### src/hdl/core_pkg.sv
`default_nettype none

package core_pkg;

   typedef logic [31:0] word_t;
   typedef logic [4:0]  reg_addr_t;

   // Word address, byte address without the low two bits
   typedef logic [29:0] daddr_t;

   // One instruction in flight, one stage per cycle
   typedef enum logic [2:0] {
      FETCH,
      DECODE,
      EXECUTE,
      MEMORY,
      WRITEBACK
   } stage_t;

endpackage

`default_nettype wire

### src/hdl/stage_ctrl.sv
`timescale 1ns/100ps
`default_nettype none

module stage_ctrl
   import core_pkg::*;
(
   input  wire    clk,
   input  wire    reset,
   input  word_t  instr_i,
   input  wire    instr_valid_i,
   output logic   instr_ready_o,
   output stage_t stage_o,
   output word_t  ir_o
);

   stage_t stage_q, stage_d;
   logic   accept;

   assign instr_ready_o = (stage_q == FETCH);
   assign accept        = instr_ready_o && instr_valid_i;
   assign stage_o       = stage_q;

   always_comb begin
      case (stage_q)
         FETCH:     stage_d = accept ? DECODE : FETCH; // Wait for an instruction
         DECODE:    stage_d = EXECUTE;
         EXECUTE:   stage_d = MEMORY;
         MEMORY:    stage_d = WRITEBACK;
         WRITEBACK: stage_d = FETCH;
         default:   stage_d = FETCH;
      endcase
   end

   always_ff @(posedge clk) begin
      if (reset) begin
         stage_q <= FETCH;
      end
      else begin
         stage_q <= stage_d;
      end
   end

   // Instruction register, only read from DECODE on
   always_ff @(posedge clk) begin
      if (accept) begin
         ir_o <= instr_i;
      end
   end

endmodule

`default_nettype wire

### config.mk
export PLATFORM = sky130hd
export DESIGN_NAME = stage_ctrl
export DESIGN_NICKNAME = d
export VERILOG_FILES = /design/src/hdl/core_pkg.sv /design/src/hdl/stage_ctrl.sv
export SDC_FILE = /design/constraint.sdc
export NUM_CORES = 1
export LEC_CHECK = 0
export BUFFER_PORTS_ARGS = -buffer_cell sky130_fd_sc_hd__buf_2
export CORE_MARGIN = 2
export CORE_UTILIZATION = 43
export CTS_BUF_LIST = sky130_fd_sc_hd__clkbuf_4 sky130_fd_sc_hd__clkbuf_8 sky130_fd_sc_hd__clkbuf_16
export CTS_CLUSTER_DIAMETER = 80
export DETAILED_ROUTE_END_ITERATION = 8
export PLACE_DENSITY = 0.82
export SLEW_MARGIN = 10
export SYNTH_ARGS = -nofsm -noshare
export SYNTH_HDL_FRONTEND = slang
export SYNTH_SLANG_ARGS = --single-unit
### constraint.sdc
create_clock -name clk -period 2.9 [get_ports clk]
set_clock_uncertainty 0.2 [all_clocks]
set_input_delay 0.29 -clock clk [delete_from_list [all_inputs] [get_ports clk]]
set_output_delay 0.29 -clock clk [all_outputs]
set_load 0.01 [all_outputs]
==> impl_metrics.ini, run 1 <==
[power]
p_per_area_nw_per_um2 = 568
ir_drop_mv = 0.471
leakagePower_nw = 0.807
power_w = 0.00107

[routing]
drt_pass1_iterations = 4
dr.first_iter.drc_count = 11
dr_wl_met2_mm = 1.24
viasPerCell = 4.37
top_layer_used = met4
wirelength_mm = 2.66
wl_met1_mm = 1.05
drcViolationCount = 0
wl_per_cell_microns = 14.3
ant_nets = 0
num_vias = 813
wl_met3_microns = 323

[synthesis]
ys_seq_area_share_pct = 95.0
synth_cell_types = 9
syn_nets = 78
avgSynthCellArea_sq_um = 25.0
ys_ff_latch = 35
synthCells = 43
syn_area_sq_um = 1070
synth-warning-count = 0

[clocking]
cts_made_buffers = 5
post_cts_buffers = 0
clockBufferDepth = 2
clock_latency_ns = 0.31
cts_root_buf = clkbuf_4
cts.sinks = 35
tritoncts = yes
clkTransAtPathRegs_ns = 0.09
h-tree-depth = 2
ctsResizeCount = 0

[global_route]
antenna_found_initial = 1
grt_pass1_wl_mm = 3.59
grt_max_degree = 33
overflow = 0
grtUsageTotal_pct = 19.4
first_global_vias = 737

[layout]
layout.cells.most_common = buf_2
multi_input_area_sq_um = 53.8
syn_to_final_growth_pct = 74.5
ff_latch_area_sq_um = 1020
design_area_sq_um = 1880
final_cell_mix = 70 x buf_2, 33 x dlygate4sd3_1, 32 x edfxtp_1
drive_above_1_share_pct = 52.3
fin_nets = 189
fillers = 138

[timing]
slew_viol_final = 0
rsz0062_at_grt = false
max_freq_mhz = 616
worstMarginPinSlew_ns = 0.388
hold_violations = 0
post-route-min-period_ns = 1.62
slew_headroom_pct = 74.2
setup_tns_ns = 0
fin_crit_sh_pct = 56.0
setup_viol = 0

[placed_design]
gp_congestion = 0.606
dp_hpwl_mm = 1.66
placed_cell_area_sq_um = 1470
port_buffers = 70

[worst_setup_path]
worst_path_max_delay_cell = dfxtp_1
path_class = reg -> reg
critPathMaxStageDelay_ns = 0.37
worstPathArrival_ns = 1.40
path_max_fanout = 32
start_kind = flop
path_cells = nor3_2, and2_1, buf_4
worst-r2r-setup-slack_ns = 1.28
cp-end-kind = flop
worstPathRequired_ns = 2.68
reg2regPathDepth = 3

[hold_path]
hold_depth = 3
hold_class = in -> reg

[die]
die_w_microns = 54.0
core-area_sq_um = 2430
rows = 18
initial_core_util_pct = 44.2
die_area_sq_um = 2920
io_pins = 71
die_y_microns = 54.0

[run_status]
outcome = finished clean

[flow_run]
max-cap-violations = 0
## worst max-delay path: cells and delay by family, from the launching register on
family,cells,cell delay [ns]
simple gates,2,0.36
flops,1,0.37
buf+inv,1,0.35
## cells in the mapped netlist
library cell | count | area, sq um
nor3_1 | 1 | 5.00
xnor2_1 | 1 | 8.76
nor3_2 | 2 | 20.0
nor4_1 | 1 | 6.26
dfxtp_1 | 3 | 60.1
edfxtp_1 | 32 | 961
and2_1 | 1 | 6.26
nand2_1 | 1 | 3.75
nor2_1 | 1 | 3.75
## cells by family after synthesis
family / after synthesis / synth area share, %
XOR/XNOR: 1 / 0.815
AND/OR/NAND/NOR: 7 / 4.19
flip-flops: 35 / 95.0
## where the power goes
part | switching, W | leakage [nW] | internal, W
Clock | 0.000137 | 0.0420 | 0.000152
Combinational | 0.0000763 | 0.436 | 0.0000807
Sequential | 0.0000154 | 0.329 | 0.000604
Total | 0.000228 | 0.807 | 0.000837
## worst paths after layout
| check | from | end |
|---|---|---|
| setup / recovery | stage_o[1] | ir_o[17] |
| hold / removal | instr_valid_i | stage_o[0] |
| setup reg to reg | stage_o[1] | ir_o[17] |
| hold reg to reg | stage_o[1] | stage_o[2] |
## routing by layer
| layer | vias to the layer above | global-route usage [%] |
|---|---|---|
| met4 | 0 | 11.3 |
| met1 | 363 | 22.1 |
| met2 | 52 | 31.7 |
| met3 | 5 | 6.67 |
| li1 | 393 | - |
| met5 | - | 0 |
## sequential cells by signal, summed over array words and instances, names as in the netlist
signal / flops
stage_o: 3
ir_o: 32
## through the flow
stage	hold WS (ns)	worst slack [ns]	cells	util [%]
4_1_cts	0.0228	1.27	185	77.0
6_report	0.0374	1.28	186	77.1
3_3_place_gp	0.268	1.35	144	60.4
5_1_grt	0.0473	1.19	186	77.1
2_1_floorplan	0.161	0.812	43	-
3_5_place_dp	0.269	1.30	144	60.4
## repair_timing
item	4_1_cts	5_1_grt
hold buffers	33	0
hold endpoints to repair	35	0
endpoints found under the setup margin	0	0
## cell type report
| cell class | instances | share of cell area, % |
|---|---|---|
| multi-input combinational | 8 | 2.87 |
| sequential | 35 | 54.4 |
| clock buffer | 8 | 3.87 |
| timing repair buffer | 104 | 36.7 |
| antenna | 1 | 0.133 |
| tap | 30 | 2.00 |
Note: power is estimated with default switching activity, not from simulation.
==> run 2, diff against run 1 <==
- ABC_AREA: unset -> 1
- CORE_UTILIZATION: 43 -> 36
- PLACE_DENSITY: 0.82 -> 0.73
- clock period: 2.9 -> 1.3 ns (I/O delays scaled with it)
==> run 2 against run 1 <==
The flow now finishes with violations (DRC, hold timing, setup timing). First-iteration DRC count rose to 4.1 times the previous value. Sequential share of layout area down 3.7 points. Clock power rose by 83%. Largest cell class unchanged. Largest power group unchanged. Highest routed layer unchanged.
==> impl_metrics.ini, run 2 <==
[timing]
fin_crit_sh_pct = 109
slew_viol_final = 0
post-route-min-period_ns = 1.42
slew_headroom_pct = 85.5
setup_viol = 34
holdWs_ns = -0.0273
worstMarginPinSlew_ns = 0.218
max_freq_mhz = 706
rsz0062_at_grt = true
worst_slack_ns = -0.116
hold_violations = 1

[routing]
num_vias = 898
viasPerCell = 4.58
drt_pass1_iterations = 8
ant_nets = 0
wl_per_cell_microns = 15.8
wirelength_mm = 3.09
dr.first_iter.drc_count = 45
drcViolationCount = 9

[die]
io_pins = 71
die_y_microns = 58.9
die_area_sq_um = 3460
rows = 19
die_w_microns = 58.9
initial_core_util_pct = 38.6
core-area_sq_um = 2810

[synthesis]
ys_seq_area_share_pct = 94.2
avgSynthCellArea_sq_um = 23.6
synth.area.top_cells = edfxtp_1 89%, dfxtp_1 5.5%, nand3_2 0.92%
ys_ff_latch = 35
syn_nets = 81
syn_area_sq_um = 1080
synthCells = 46
synth_top_area_share_pct = 88.7
synth_common_cells = 32 x edfxtp_1, 3 x dfxtp_1, 2 x inv_1, 2 x nand2_1, 2 x nor3_1
yosysMostFrequentCell = edfxtp_1
synth_ff_type = edfxtp_1
synth-edff-count = 32
synthArstFlopShare_pct = 0
synth_cell_types = 10
synth-warning-count = 0
yosys.area.top_type = edfxtp_1

[layout]
largest_reg_flops = 32
antennaDiodeCount = 0
layout.cells.most_common = buf_2
fillers = 177
fin_nets = 200
regMostFlops = ir_o
syn_to_final_growth_pct = 87.9
final_cell_mix = 68 x buf_2, 33 x dlygate4sd3_1, 32 x edfxtp_1
drive_above_1_share_pct = 57.0
final_core_util_pct = 72.6

[clocking]
clkTransAtPathRegs_ns = 0.09
cts_root_buf = clkbuf_4
clockBufferDepth = 2
hold_buffers = 33
h-tree-depth = 2
clock_latency_ns = 0.32
cts_made_buffers = 5
tritoncts = yes
cts.sinks = 35

[global_route]
grt_pass1_wl_mm = 4.02
overflow = 0
antenna_found_initial = 0
grtUsageTotal_pct = 17.1
first_global_vias = 878
grt_max_degree = 20

[worst_setup_path]
worstPathRequired_ns = 0.97
start_kind = flop
path_max_fanout = 2
crit_family = flip-flops
path_class = reg -> out
worstPathArrival_ns = 1.09
cp-end-kind = output pin
cp_num_buf_inv = 2
path_cells = buf_6, nor3_2, buf_2
worst_path_max_delay_cell = dfxtp_4
critPathMaxStageDelay_ns = 0.36

[run_status]
violations = DRC, hold timing, setup timing
outcome = finished, violations left

[placed_design]
pre_cts_ws_ns = -0.0310
dp_hpwl_mm = 1.53
gp_congestion = 0.628
port_buffers = 70

[power]
p_per_area_nw_per_um2 = 1180
ir_drop_mv = 0.757
leakagePower_nw = 0.871

[hold_path]
hold_class = in -> reg

[flow_run]
max-cap-violations = 0
-- run 2: cell types whose count changed after synthesis, sizes merged --
cell,before,now
a21oi,0,2
inv,0,2
and2,1,0
nand2,1,2
nand3,0,1
nand3b,0,1
nor3,3,2
nor4,1,0
xnor2,1,0
-- run 2: metal layers --
metal  track usage, %  up-vias  share of wire (%)
met5                0        -                  0
met4             8.12        0                2.0
met3             7.47        6                 11
met2             30.3       56                 50
met1             17.0      422                 37
li1                 -      414                  -
-- run 2: per-stage QoR --
stage          cells  instance area (sq um)  setup TNS [ns]  hold WS [ns]  total power (W)
6_report         196                   2040           -3.44       -0.0273          0.00241
5_1_grt          196                   2040           -5.21       -0.0341          0.00252
4_1_cts          193                   1970           -1.20       -0.0380          0.00234
3_5_place_dp     152                   1570          -0.590         0.108          0.00175
3_3_place_gp     152                   1570          -0.215         0.107          0.00174
2_1_floorplan     46                   1110           -6.87       -0.0167          0.00154
-- run 2: where the power goes --
part	internal, W	switching, W
sequential	0.00135	0.0000352
combinational	0.000273	0.000218
clock	0.000192	0.000338
total	0.00182	0.000592
-- run 2: logic make-up (layout without fill, tap and decap cells) --
| kind of cell | Yosys count | in the layout | share of synthesized area [%] |
|---|---|---|---|
| AND/OR/NAND/NOR | 7 | 7 | 3.81 |
| flip-flops | 35 | 35 | 94.2 |
| AO/OA/AOI/OAI | 2 | 2 | 1.27 |
| buffers and inverters | 2 | 121 | 0.693 |
-- run 2: final cells by class --
type,count,area (sq um),share of cell area (%)
clock buffer,5,37.5,1.84
clock inverter,2,8.76,0.430
inverter,2,13.8,0.676
multi-input combinational,9,72.6,3.56
sequential,35,1030,50.7
tap,31,38.8,1.91
timing repair buffer,112,832,40.9
-- run 2: path summary, 6_finish.rpt --
check / start / end / slack, ns / cells past startpoint
worst min-delay path: instr_valid_i / stage_o[0] / -0.03 / 4
worst max-delay path: stage_o[2] / instr_ready_o / -0.12 / 3
worst max register to register: stage_o[2] / ir_o[24] / -0.12 / 4
worst min register to register: stage_o[0] / stage_o[2] / 0.32 / 2
-- run 2: worst register-to-register path, stage by stage, from the launching register on --
cell and delay (ns):
dfxtp_4 0.36, nor2_4 0.13, nand3_4 0.08, clkinvlp_4 0.19
buf_12 0.17
-- run 2: what timing repair did --
action                                  CTS  global route
hold endpoints to repair                 35             1
resized for setup                         4             1
endpoints found under the setup margin   33            35
pin swaps                                 1             1
setup buffers                             1             0
cloned                                    0             3
