$ cat config.mk
export PLATFORM = sky130hd
export DESIGN_NAME = execute
export DESIGN_NICKNAME = d
export VERILOG_FILES = /design/src/hdl/core_pkg.sv /design/src/hdl/rv_isa_pkg.sv /design/src/hdl/execute.sv
export SDC_FILE = /design/constraint.sdc
export NUM_CORES = 1
export LEC_CHECK = 0
export ABC_AREA = 1
export BUFFER_PORTS_ARGS = -buffer_cell sky130_fd_sc_hd__clkbuf_2
export CAP_MARGIN = 30
export CELL_PAD_IN_SITES_DETAIL_PLACEMENT = 0
export CELL_PAD_IN_SITES_GLOBAL_PLACEMENT = 1
export CORE_MARGIN = 2
export CORE_UTILIZATION = 37
export DETAILED_ROUTE_END_ITERATION = 7
export GPL_TIMING_DRIVEN = 0
export PLACE_DENSITY_LB_ADDON = 0.15
export SETUP_SLACK_MARGIN = 0.3
export SLEW_MARGIN = 10
export SYNTH_ARGS = -nofsm -noshare
export SYNTH_HDL_FRONTEND = slang
export SYNTH_SLANG_ARGS = --single-unit
$ cat constraint.sdc
create_clock -name clk -period 3.1 [get_ports clk]
set_clock_uncertainty 0.2 [all_clocks]
set_input_delay 0.62 -clock clk [delete_from_list [all_inputs] [get_ports clk]]
set_output_delay 0.62 -clock clk [all_outputs]
set_load 0.02 [all_outputs]
$ cat src/hdl/core_pkg.sv
`default_nettype none

package core_pkg;

   typedef logic [31:0] word_t;
   typedef logic [4:0]  reg_addr_t;

   // Word address, byte address without the low two bits
   typedef logic [29:0] daddr_t;

   // One instruction in flight, one stage per cycle
   typedef enum logic [2:0] {
      FETCH,
      DECODE,
      EXECUTE,
      MEMORY,
      WRITEBACK
   } stage_t;

endpackage

`default_nettype wire

$ cat src/hdl/rv_isa_pkg.sv
`default_nettype none

package rv_isa_pkg;

   // Major opcodes of the supported subset
   typedef enum logic [6:0] {
      LOAD   = 7'b0000011,
      OP_IMM = 7'b0010011,
      STORE  = 7'b0100011,
      OP     = 7'b0110011,
      LUI    = 7'b0110111
   } opcode_t;

   localparam logic [2:0] F3_ADD_SUB = 3'b000;
   localparam logic [2:0] F3_SLL     = 3'b001;
   localparam logic [2:0] F3_SLT     = 3'b010;
   localparam logic [2:0] F3_XOR     = 3'b100;
   localparam logic [2:0] F3_SRL     = 3'b101;
   localparam logic [2:0] F3_OR      = 3'b110;
   localparam logic [2:0] F3_AND     = 3'b111;
   localparam logic [2:0] F3_WORD    = 3'b010; // LW and SW width

   localparam logic [6:0] F7_BASE    = 7'b0000000;
   localparam logic [6:0] F7_ALT     = 7'b0100000; // SUB

   typedef enum logic [2:0] {
      RTYPE,
      ITYPE,
      LTYPE,
      STYPE,
      UTYPE,
      NONE
   } iclass_t;

   typedef enum logic [3:0] {
      ADD,
      SUB,
      AND,
      OR,
      XOR,
      SLL,
      SRL,
      SLT,
      PASS_B   // LUI
   } alu_op_t;

endpackage

`default_nettype wire

$ cat src/hdl/execute.sv
`timescale 1ns/100ps
`default_nettype none

module execute
   import core_pkg::*, rv_isa_pkg::*;
(
   input  wire     clk,
   input  wire     reset,
   input  stage_t  stage_i,
   input  word_t   operand_a_i,
   input  word_t   operand_b_i,
   input  alu_op_t alu_op_i,
   input  iclass_t iclass_i,
   output word_t   result_o,
   output iclass_t iclass_o
);

   word_t      alu_out;
   logic [4:0] shamt;
   logic       lt_signed;

   assign shamt     = operand_b_i[4:0];
   assign lt_signed = $signed(operand_a_i) < $signed(operand_b_i);

   // Loads and stores arrive as ADD, so this is also the address adder
   always_comb begin
      case (alu_op_i)
         ADD:     alu_out = operand_a_i + operand_b_i;
         SUB:     alu_out = operand_a_i - operand_b_i;
         AND:     alu_out = operand_a_i & operand_b_i;
         OR:      alu_out = operand_a_i | operand_b_i;
         XOR:     alu_out = operand_a_i ^ operand_b_i;
         SLL:     alu_out = operand_a_i << shamt;
         SRL:     alu_out = operand_a_i >> shamt;
         SLT:     alu_out = {31'b0, lt_signed};
         PASS_B:  alu_out = operand_b_i;
         default: alu_out = '0;
      endcase
   end

   always_ff @(posedge clk) begin
      if (reset) begin
         result_o <= '0;
         iclass_o <= NONE;
      end
      else if (stage_i == EXECUTE) begin
         result_o <= alu_out;
         iclass_o <= iclass_i;
      end
   end

endmodule

`default_nettype wire

==> results of run 1 <==
critical path, cell delays in order:
cell and delay (ns):
buf_6 0.09, buf_6 0.12, clkinv_8 0.05, buf_4 0.14
clkbuf_1 0.64, nand3_1 0.26, nand3_1 0.21, nand2_1 0.12
nor2_2 0.25, nand3_2 0.18, nand2_1 0.11, a21oi_1 0.06
cells by family after synthesis:
logic type	share of synthesized area (%)
XOR/XNOR	0.0773
flip-flops	6.19
AND/OR/NAND/NOR	55.0
adder cells (fa/ha/maj)	11.1
buffers and inverters	16.0
AO/OA/AOI/OAI	11.8
sequential cells by signal (all words and copies together), names as in the netlist:
name	cells
result_o	32
iclass_o	3
path summary, 6_finish.rpt:
path / startpoint / to / slack [ns] / depth (start not counted)
worst max-delay path: operand_b_i[3] / result_o[14] / 0.19 / 12
worst min-delay path: result_o[23] / result_o[23] / 0.27 / 2
worst max register to register: result_o[25] / result_o[25] / 2.23 / 2
worst min register to register: result_o[23] / result_o[23] / 0.27 / 2
through the flow:
step	worst slack (ns)	cell area, µm²	setup TNS, ns
floorplan	0.302	11300	0
global placement	-0.860	12400	-14.39
detailed placement	-0.878	12400	-14.81
CTS	0.259	13200	0
global route	0.197	13800	0
finish	0.193	13800	0
layer usage:
metal / vias up / track usage [%]
met5: - / 0
met4: 0 / 23.0
met3: 224 / 5.66
met2: 810 / 66.0
met1: 7587 / 51.0
li1: 7472 / -
cells in the final DEF, fill, tap and decap left out, drive strengths merged, types with 4 or more instances in the layout:
master | Yosys | routed
a21oi | 109 | 109
nand4 | 34 | 34
nor3 | 30 | 30
clkbuf | 25 | 145
o22ai | 14 | 14
nand2 | 759 | 759
o21ai | 54 | 54
o21bai | 7 | 7
and2 | 13 | 13
or2 | 5 | 5
o211ai | 37 | 37
nand3 | 403 | 403
ha | 97 | 97
buf | 80 | 109
inv | 311 | 309
dfxtp | 35 | 35
nor2 | 189 | 189
o2111ai | 4 | 4
clkinv | 3 | 4
cell usage after synthesis, types with 6 or more instances:
cell / instances
nand4_1: 34
nor2_1: 179
inv_1: 294
dfxtp_1: 35
inv_2: 14
o21bai_1: 7
buf_6: 14
buf_2: 48
o21ai_0: 37
o211ai_1: 37
a21oi_1: 107
nand2_2: 7
clkbuf_1: 24
o22ai_1: 14
and2_1: 12
nor3_1: 26
buf_4: 13
o21ai_1: 16
nand3_1: 401
ha_1: 97
nor2_2: 6
nand2_1: 750
cell type report:
cell class | count | area share (%)
repair buffers | 142 | 5.88
clock buffers | 7 | 0.963
inverters | 314 | 8.92
flip-flops and latches | 35 | 5.09
well taps | 396 | 3.60
clock inverters | 1 | 0.0363
multi-input cells | 1773 | 69.9
plain buffers | 105 | 5.62
power groups by stage:
stage | combinational [mW] | sequential (mW) | clock (mW)
finish | 2.30 | 0.469 | 0.509
global route | 2.46 | 0.470 | 0.528
CTS | 2.10 | 0.469 | 0.509
detailed placement | 1.97 | 0.479 | 0
global placement | 1.96 | 0.478 | 0
floorplan | 1.23 | 0.494 | 0
what timing repair did:
action | CTS | global route
setup buffers | 19 | 14
pin swaps | 37 | 43
gates resized for setup | 136 | 148
gates cloned | 0 | 0
setup endpoints to repair | 32 | 32
==> flow_summary.ini, run 1 <==
[place]
place_congestion = 1.03
dp_hpwl_um = 54800
dpl.cell_count = 2732
io_buffers = 109

[global_route]
overflow = 0
antenna_found_initial = 0
grt_use_total_pct = 40.5
grt_max_degree = 12
grt_pass1_wl_um = 93600
grt_pass1_vias = 14800

[floorplanning]
design.die.area_um2 = 32000
start_util_pct = 37.3
ios = 111
die-height_um = 179
rows = 64
die_w_um = 179
core_area_um2 = 30300

[sta]
hold_viol = 0
rsz0062_at_grt = yes
holdWs_ns = 0.266
period_minus_slack_ns = 2.91
fin_crit_sh_pct = 93.8
slew_headroom_pct = 41.9
fmax_mhz = 344
tightest_slew_ns = 0.871
maxSlewViolCount = 0
setup_viol = 0

[power_and_ir_drop]
power.leakage_nw = 7.38
comb_power_share_pct = 70.2
power_frac_seq_pct = 14.3
finalPower_mw = 3.28
switching_share_pct = 55.7
power_switching_mw = 1.83
peakVddDrop_mv = 0.174
powerDensity_nw_per_um2 = 238
intPower_mw = 1.45
clkPwrFrac_pct = 15.5

[synth]
ys_seq_area_share_pct = 6.19
synth_nets = 2402
synth_flop_cell = dfxtp_1
synth_edf_count = 0
syn_avg_cell_area_um2 = 5.09
ys_seq_elements = 35
syn_inst = 2227
synth_largest_area_cell = nand2_1
synth_cell_types = 49
yosysWarnings = 0
netlist.area_leader.share_pct = 24.9
syn_area_um2 = 11300
async_reset_ff_share_pct = 0
synth.area.top_cells = nand2_1 25%, nand3_1 18%, ha_1 11%

[clock_network]
clkSlewWorstSetupHoldPaths_ns = 0.06
ctsLongestPathBuffers = 2
clock_sinks = 35
postCtsHoldBufs = 0
htreeDepth = 2
cts_root_buffer = clkbuf_16
insertion_delay_ns = 0.29
numCtsBuffers = 5
cts_tree = built

[drt]
drc = 0
highest_layer = met4
dr_wl_met3_um = 5270
dr_wl_met2_um = 29400
wl_um = 66100
vias = 16100
viasPerCell = 5.80
drt-met1-wl_um = 26900
antenna_left = 0
drt-initial-drc-count = 1906
dr.pass1.iters = 7
wl_per_cell_um = 23.8

[setup_path]
worst_setup_path_end_kind = flop
critPathRequiredTime_ns = 3.05
start_kind = input pin
crit_type = input pin to flop
arrival_ns = 2.86
critPathMaxFanout = 10

[hold_path]
hold_class = flop to flop

[finish]
diodes = 0
syn_to_final_growth_pct = 21.6
layout.cells.non_filler = 2773
final_layout_size_suffix_gt1_share_pct = 19.0
final_nets = 2551
multi_input_area_um2 = 9630
fin_util_pct = 45.4
n_fill_cell = 3512
register_area_um2 = 701

[job]
maxCapViolations = 0

[status]
status = finished clean
No activity file was read; power rests on OpenSTA's default activity.
==> inputs of run 2 (changes only) <==
- SETUP_SLACK_MARGIN: 0.3 -> unset
==> run 2 against run 1 <==
Critical path depth down 4. Critical path type unchanged. First-iteration DRC count down 5.8%. Highest routed layer unchanged. The run now ends with negative setup slack left. Worst setup slack worse by 0.21 ns.
==> flow_summary.ini, run 2 (same netlist as run 1, synthesis figures left out) <==
[status]
status = finished with violations
violations = negative setup slack

[sta]
maxSlewViolCount = 0
rsz0062_at_grt = yes
tightest_slew_ns = 0.843
slew_headroom_pct = 43.8
fin_crit_sh_pct = 100
holdWs_ns = 0.254
setup_viol = 2
hold_viol = 0
fmax_mhz = 321
finalSetupTns_ns = -0.0165
period_minus_slack_ns = 3.11
final.setup.worst_slack_ns = -0.0147

[floorplanning]
start_util_pct = 37.3
die_w_um = 179
rows = 64
ios = 111
design.die.area_um2 = 32000
die-height_um = 179
core_area_um2 = 30300

[global_route]
overflow = 0
grt_pass1_vias = 14300
grt_max_degree = 21
antenna_found_initial = 0
grt_use_total_pct = 39.5
grt_pass1_wl_um = 91200

[hold_path]
hold_class = flop to flop

[setup_path]
arrival_ns = 3.07
path_cells = clkbuf_2 -> ha_1 -> fa_2 -> or2_2 -> a311oi_1 -> nand4_1 -> nand2_1 -> a21oi_1
critPathMaxFanout = 6
critPathRequiredTime_ns = 3.05
cpPeakStageDelay_ns = 0.49
crit_slowest_cell = a311oi_1
start_kind = input pin
worst_setup_path_end_kind = flop
crit_type = input pin to flop

[place]
place_congestion = 1.03
io_buffers = 109
dpl.cell_count = 2732
dp_hpwl_um = 55000
placed_cell_area_um2 = 12400

[finish]
top_regs = result_o x32, iclass_o x3
top_register = result_o
final_nets = 2516
fin_area_um2 = 12800
syn_to_final_growth_pct = 13.0
largest_reg_flops = 32
final_cell_mix = 731 x nand2_1, 385 x nand3_1, 293 x inv_1, 175 x nor2_1, 108 x clkbuf_2
final_common_cell = nand2_1
diodes = 0
layout.cells.non_filler = 2737
n_fill_cell = 3530
final_layout_size_suffix_gt1_share_pct = 12.6

[drt]
drc = 0
vias = 15700
wl_um = 64300
viasPerCell = 5.74
antenna_left = 0
dr.pass1.iters = 6
drt-initial-drc-count = 1795
wl_per_cell_um = 23.5

[clock_network]
clock_sinks = 35
cts_tree = built
cts_root_buffer = clkbuf_16
ctsLongestPathBuffers = 2
postCtsHoldBufs = 0
insertion_delay_ns = 0.28
htreeDepth = 2
numCtsBuffers = 5
clkSlewWorstSetupHoldPaths_ns = 0.05

[power_and_ir_drop]
peakVddDrop_mv = 0.211
powerDensity_nw_per_um2 = 238
power.leakage_nw = 7.00
finalPower_mw = 3.05

[job]
maxCapViolations = 0
run 2: changes by cell type in the layout (fill, tap and decap cells not counted), moves of 11 or more:
cell     change
nand3_2     -14
nand2_2     -22
buf_4       -36
nor2_1      +35
nand2_1     +26
a21oi_1     +11
nand3_1     +19
nor2_2      -27
run 2: final cells by class:
cell class	instances	area, µm²	share of cell area [%]
plain buffers	102	647	5.05
clock buffers	6	139	1.09
clock inverters	1	5.00	0.0391
inverters	314	1200	9.39
multi-input cells	1773	9050	70.7
flip-flops and latches	35	701	5.47
well taps	396	495	3.87
repair buffers	110	556	4.34
run 2: worst max-delay path, delay by kind of cell:
family | cells | cell delay [ns]
simple gates | 3 | 0.93
fa+ha+maj | 2 | 0.82
compound gates | 2 | 0.56
buf+inv | 1 | 0.13
run 2: per-layer routing:
layer,vias up,global-route usage [%],routed length [µm]
met5,-,0,0
met4,0,21.6,4200
met3,168,5.77,5260
met2,802,64.4,28800
met1,7343,49.9,26000
li1,7386,-,-
run 2: final timing paths:
check / start / to / cells after the start / slack (ns)
setup reg to reg: result_o[13] / result_o[13] / 2 / 2.21
hold reg to reg: iclass_o[2] / iclass_o[2] / 2 / 0.25
hold / removal: iclass_o[2] / iclass_o[2] / 2 / 0.25
setup / recovery: operand_a_i[0] / result_o[2] / 8 / -0.01
run 2: stage by stage:
| stage | setup WS, ns | util (%) |
|---|---|---|
| floorplan | 0.116 | - |
| global placement | -1.25 | 40.8 |
| detailed placement | -1.29 | 40.8 |
| CTS | 0.000238 | 41.5 |
| global route | -0.0255 | 42.2 |
| finish | -0.0147 | 42.2 |
run 2: power by group:
group	switching [mW]	internal [mW]	total, mW
clock network	0.190	0.314	0.503
logic	1.50	0.583	2.08
registers	0.00650	0.463	0.469
total	1.69	1.36	3.05
run 2: what timing repair did:
item | in CTS | in global routing
pin swaps | 7 | 8
setup endpoints to repair | 32 | 30
setup buffers | 0 | 1
resized for setup | 31 | 52
cloned | 0 | 0
==> inputs of run 3 (changes only) <==
- CORE_UTILIZATION: 37 -> 40
- PLACE_DENSITY_LB_ADDON: 0.15 -> 0.3
- clock period: 3.1 -> 3.32 ns (I/O delays scaled with it)
==> run 3 against run 2 <==
The run now ends clean. Cell count fell by 0.69%. Count of clock-buffer cells in the layout unchanged. Combinational power shrank 9%. Power fell by 8.4%. Clock power decreased by 7.2%. Die area fell by 7.3%. Worst setup slack gained 0.11 ns. Design area down 1.9%. Sequential share of layout area up 0.10 points. Via count shrank 0.40%. Global-route usage is 2.0 points higher. Critical endpoint is now result_o[8]. Highest routed layer is now met5.
==> flow_summary.ini, run 3 (same netlist as run 1, synthesis figures left out) <==
[setup_path]
path_cells = clkbuf_2 -> ha_1 -> fa_1 -> nand3_1 -> nand3_2 -> nand2_1 -> nand3_1 -> o21ai_2 -> nand4_1 -> nand2_1 -> a21oi_1
crit_type = input pin to flop
worst_setup_path_end_kind = flop
arrival_ns = 3.17
cp_num_cells = 11
critPathRequiredTime_ns = 3.26
critPathMaxFanout = 6
cp_top_family = simple AND/OR/NAND/NOR gates
critPathBufInv = 1
rrSetupSlack_ns = 2.45
start_kind = input pin
crit_slowest_cell = fa_1
cpPeakStageDelay_ns = 0.57
rr_worst_depth = 2

[sta]
rsz0062_at_grt = no
holdWs_ns = 0.263
final.setup.worst_slack_ns = 0.0974
slew_headroom_pct = 43.8
hold_viol = 0
fin_crit_sh_pct = 97.1
finalSetupTns_ns = 0
period_minus_slack_ns = 3.22
fmax_mhz = 310
tightest_slew_ns = 0.843
setup_viol = 0
maxSlewViolCount = 0

[power_and_ir_drop]
peakVddDrop_mv = 0.179
power.leakage_nw = 6.93
finalPower_mw = 2.79
powerDensity_nw_per_um2 = 223

[floorplanning]
die_w_um = 172
ios = 111
rows = 61
die-height_um = 172
start_util_pct = 40.7
core_area_um2 = 27900
design.die.area_um2 = 29700

[job]
maxCapViolations = 0

[finish]
final_nets = 2515
final_common_cell = nand2_1
final_layout_size_suffix_gt1_share_pct = 10.9
final_cell_mix = 748 x nand2_1, 396 x nand3_1, 294 x inv_1, 177 x nor2_1, 109 x clkbuf_2
top_regs = result_o x32, iclass_o x3
diodes = 0
largest_reg_flops = 32
top_register = result_o
syn_to_final_growth_pct = 10.9
n_fill_cell = 3268
layout.cells.non_filler = 2718

[place]
pre_cts_ws_ns = -1.13
dp_hpwl_um = 52700
io_buffers = 109
place_congestion = 1.06
dpl.cell_count = 2715

[status]
status = finished clean

[drt]
dr.pass1.iters = 6
viasPerCell = 5.75
wl_um = 62400
drc = 0
antenna_left = 0
vias = 15600
drt-initial-drc-count = 1849
wl_per_cell_um = 23.0

[clock_network]
insertion_delay_ns = 0.28
clock_sinks = 35
htreeDepth = 2
cts_tree = built
numCtsBuffers = 5
cts_root_buffer = clkbuf_16
ctsLongestPathBuffers = 2
clkSlewWorstSetupHoldPaths_ns = 0.06

[hold_path]
hold_class = flop to flop
hold_depth = 2

[global_route]
antenna_found_initial = 2
overflow = 0
grt_pass1_vias = 14400
grt_use_total_pct = 41.5
grt_max_degree = 21
grt_pass1_wl_um = 89100
run 3: cell count changes in the layout (fill, tap and decap cells not counted), moves of 2 or more:
cell / delta
inv_2: -2
nand2_4: -2
nor3_1: +2
nor2_1: +2
nand3_2: -10
a21oi_1: +3
nand2_2: -15
a21oi_2: -3
nand2_1: +17
buf_4: +2
nor3_4: -3
nand3_1: +11
run 3: path summary, 6_finish.rpt:
path | from | endpoint
setup / recovery | operand_a_i[0] | result_o[8]
hold / removal | result_o[29] | result_o[29]
setup reg to reg | result_o[25] | result_o[25]
hold reg to reg | result_o[29] | result_o[29]
run 3: repair_timing:
action,4_1_cts,5_1_grt
buffers inserted,0,0
resized for setup,14,14
endpoints found under the setup margin,31,26
hold buffers,0,0
pin swaps,0,2
run 3: per-layer routing:
layer  track usage (%)  part of all wire, %
met4              24.8                  7.3
met1              51.6                   40
met3              8.35                  9.5
met2              66.1                   43
met5                 0                0.013
run 3: worst reg2reg max path, delay by kind of cell, from the launching register on:
kind	cells	cell delay, ns
flops	1	0.35
compound gates	1	0.18
simple gates	1	0.06
run 3: per-stage QoR:
stage / util [%] / instance area [µm²]
CTS: 45.0 / 12500
global route: 45.1 / 12600
global placement: 44.3 / 12300
finish: 45.1 / 12600
floorplan: - / 11300
detailed placement: 44.3 / 12400
run 3: area by class of cell:
cell class,instances,area (µm²),area share (%)
buffer,101,606,4.82
clock buffer,6,139,1.11
clock inverter,1,5.00,0.0399
inverter,314,1200,9.54
multi-input combinational,1773,8880,70.7
sequential,35,701,5.58
tap,378,473,3.77
timing repair buffer,110,553,4.40
run 3: report_power, final:
group | internal, mW | switching (mW)
sequential | 0.432 | 0.00608
clock | 0.293 | 0.174
combinational | 0.524 | 1.37
total | 1.25 | 1.55
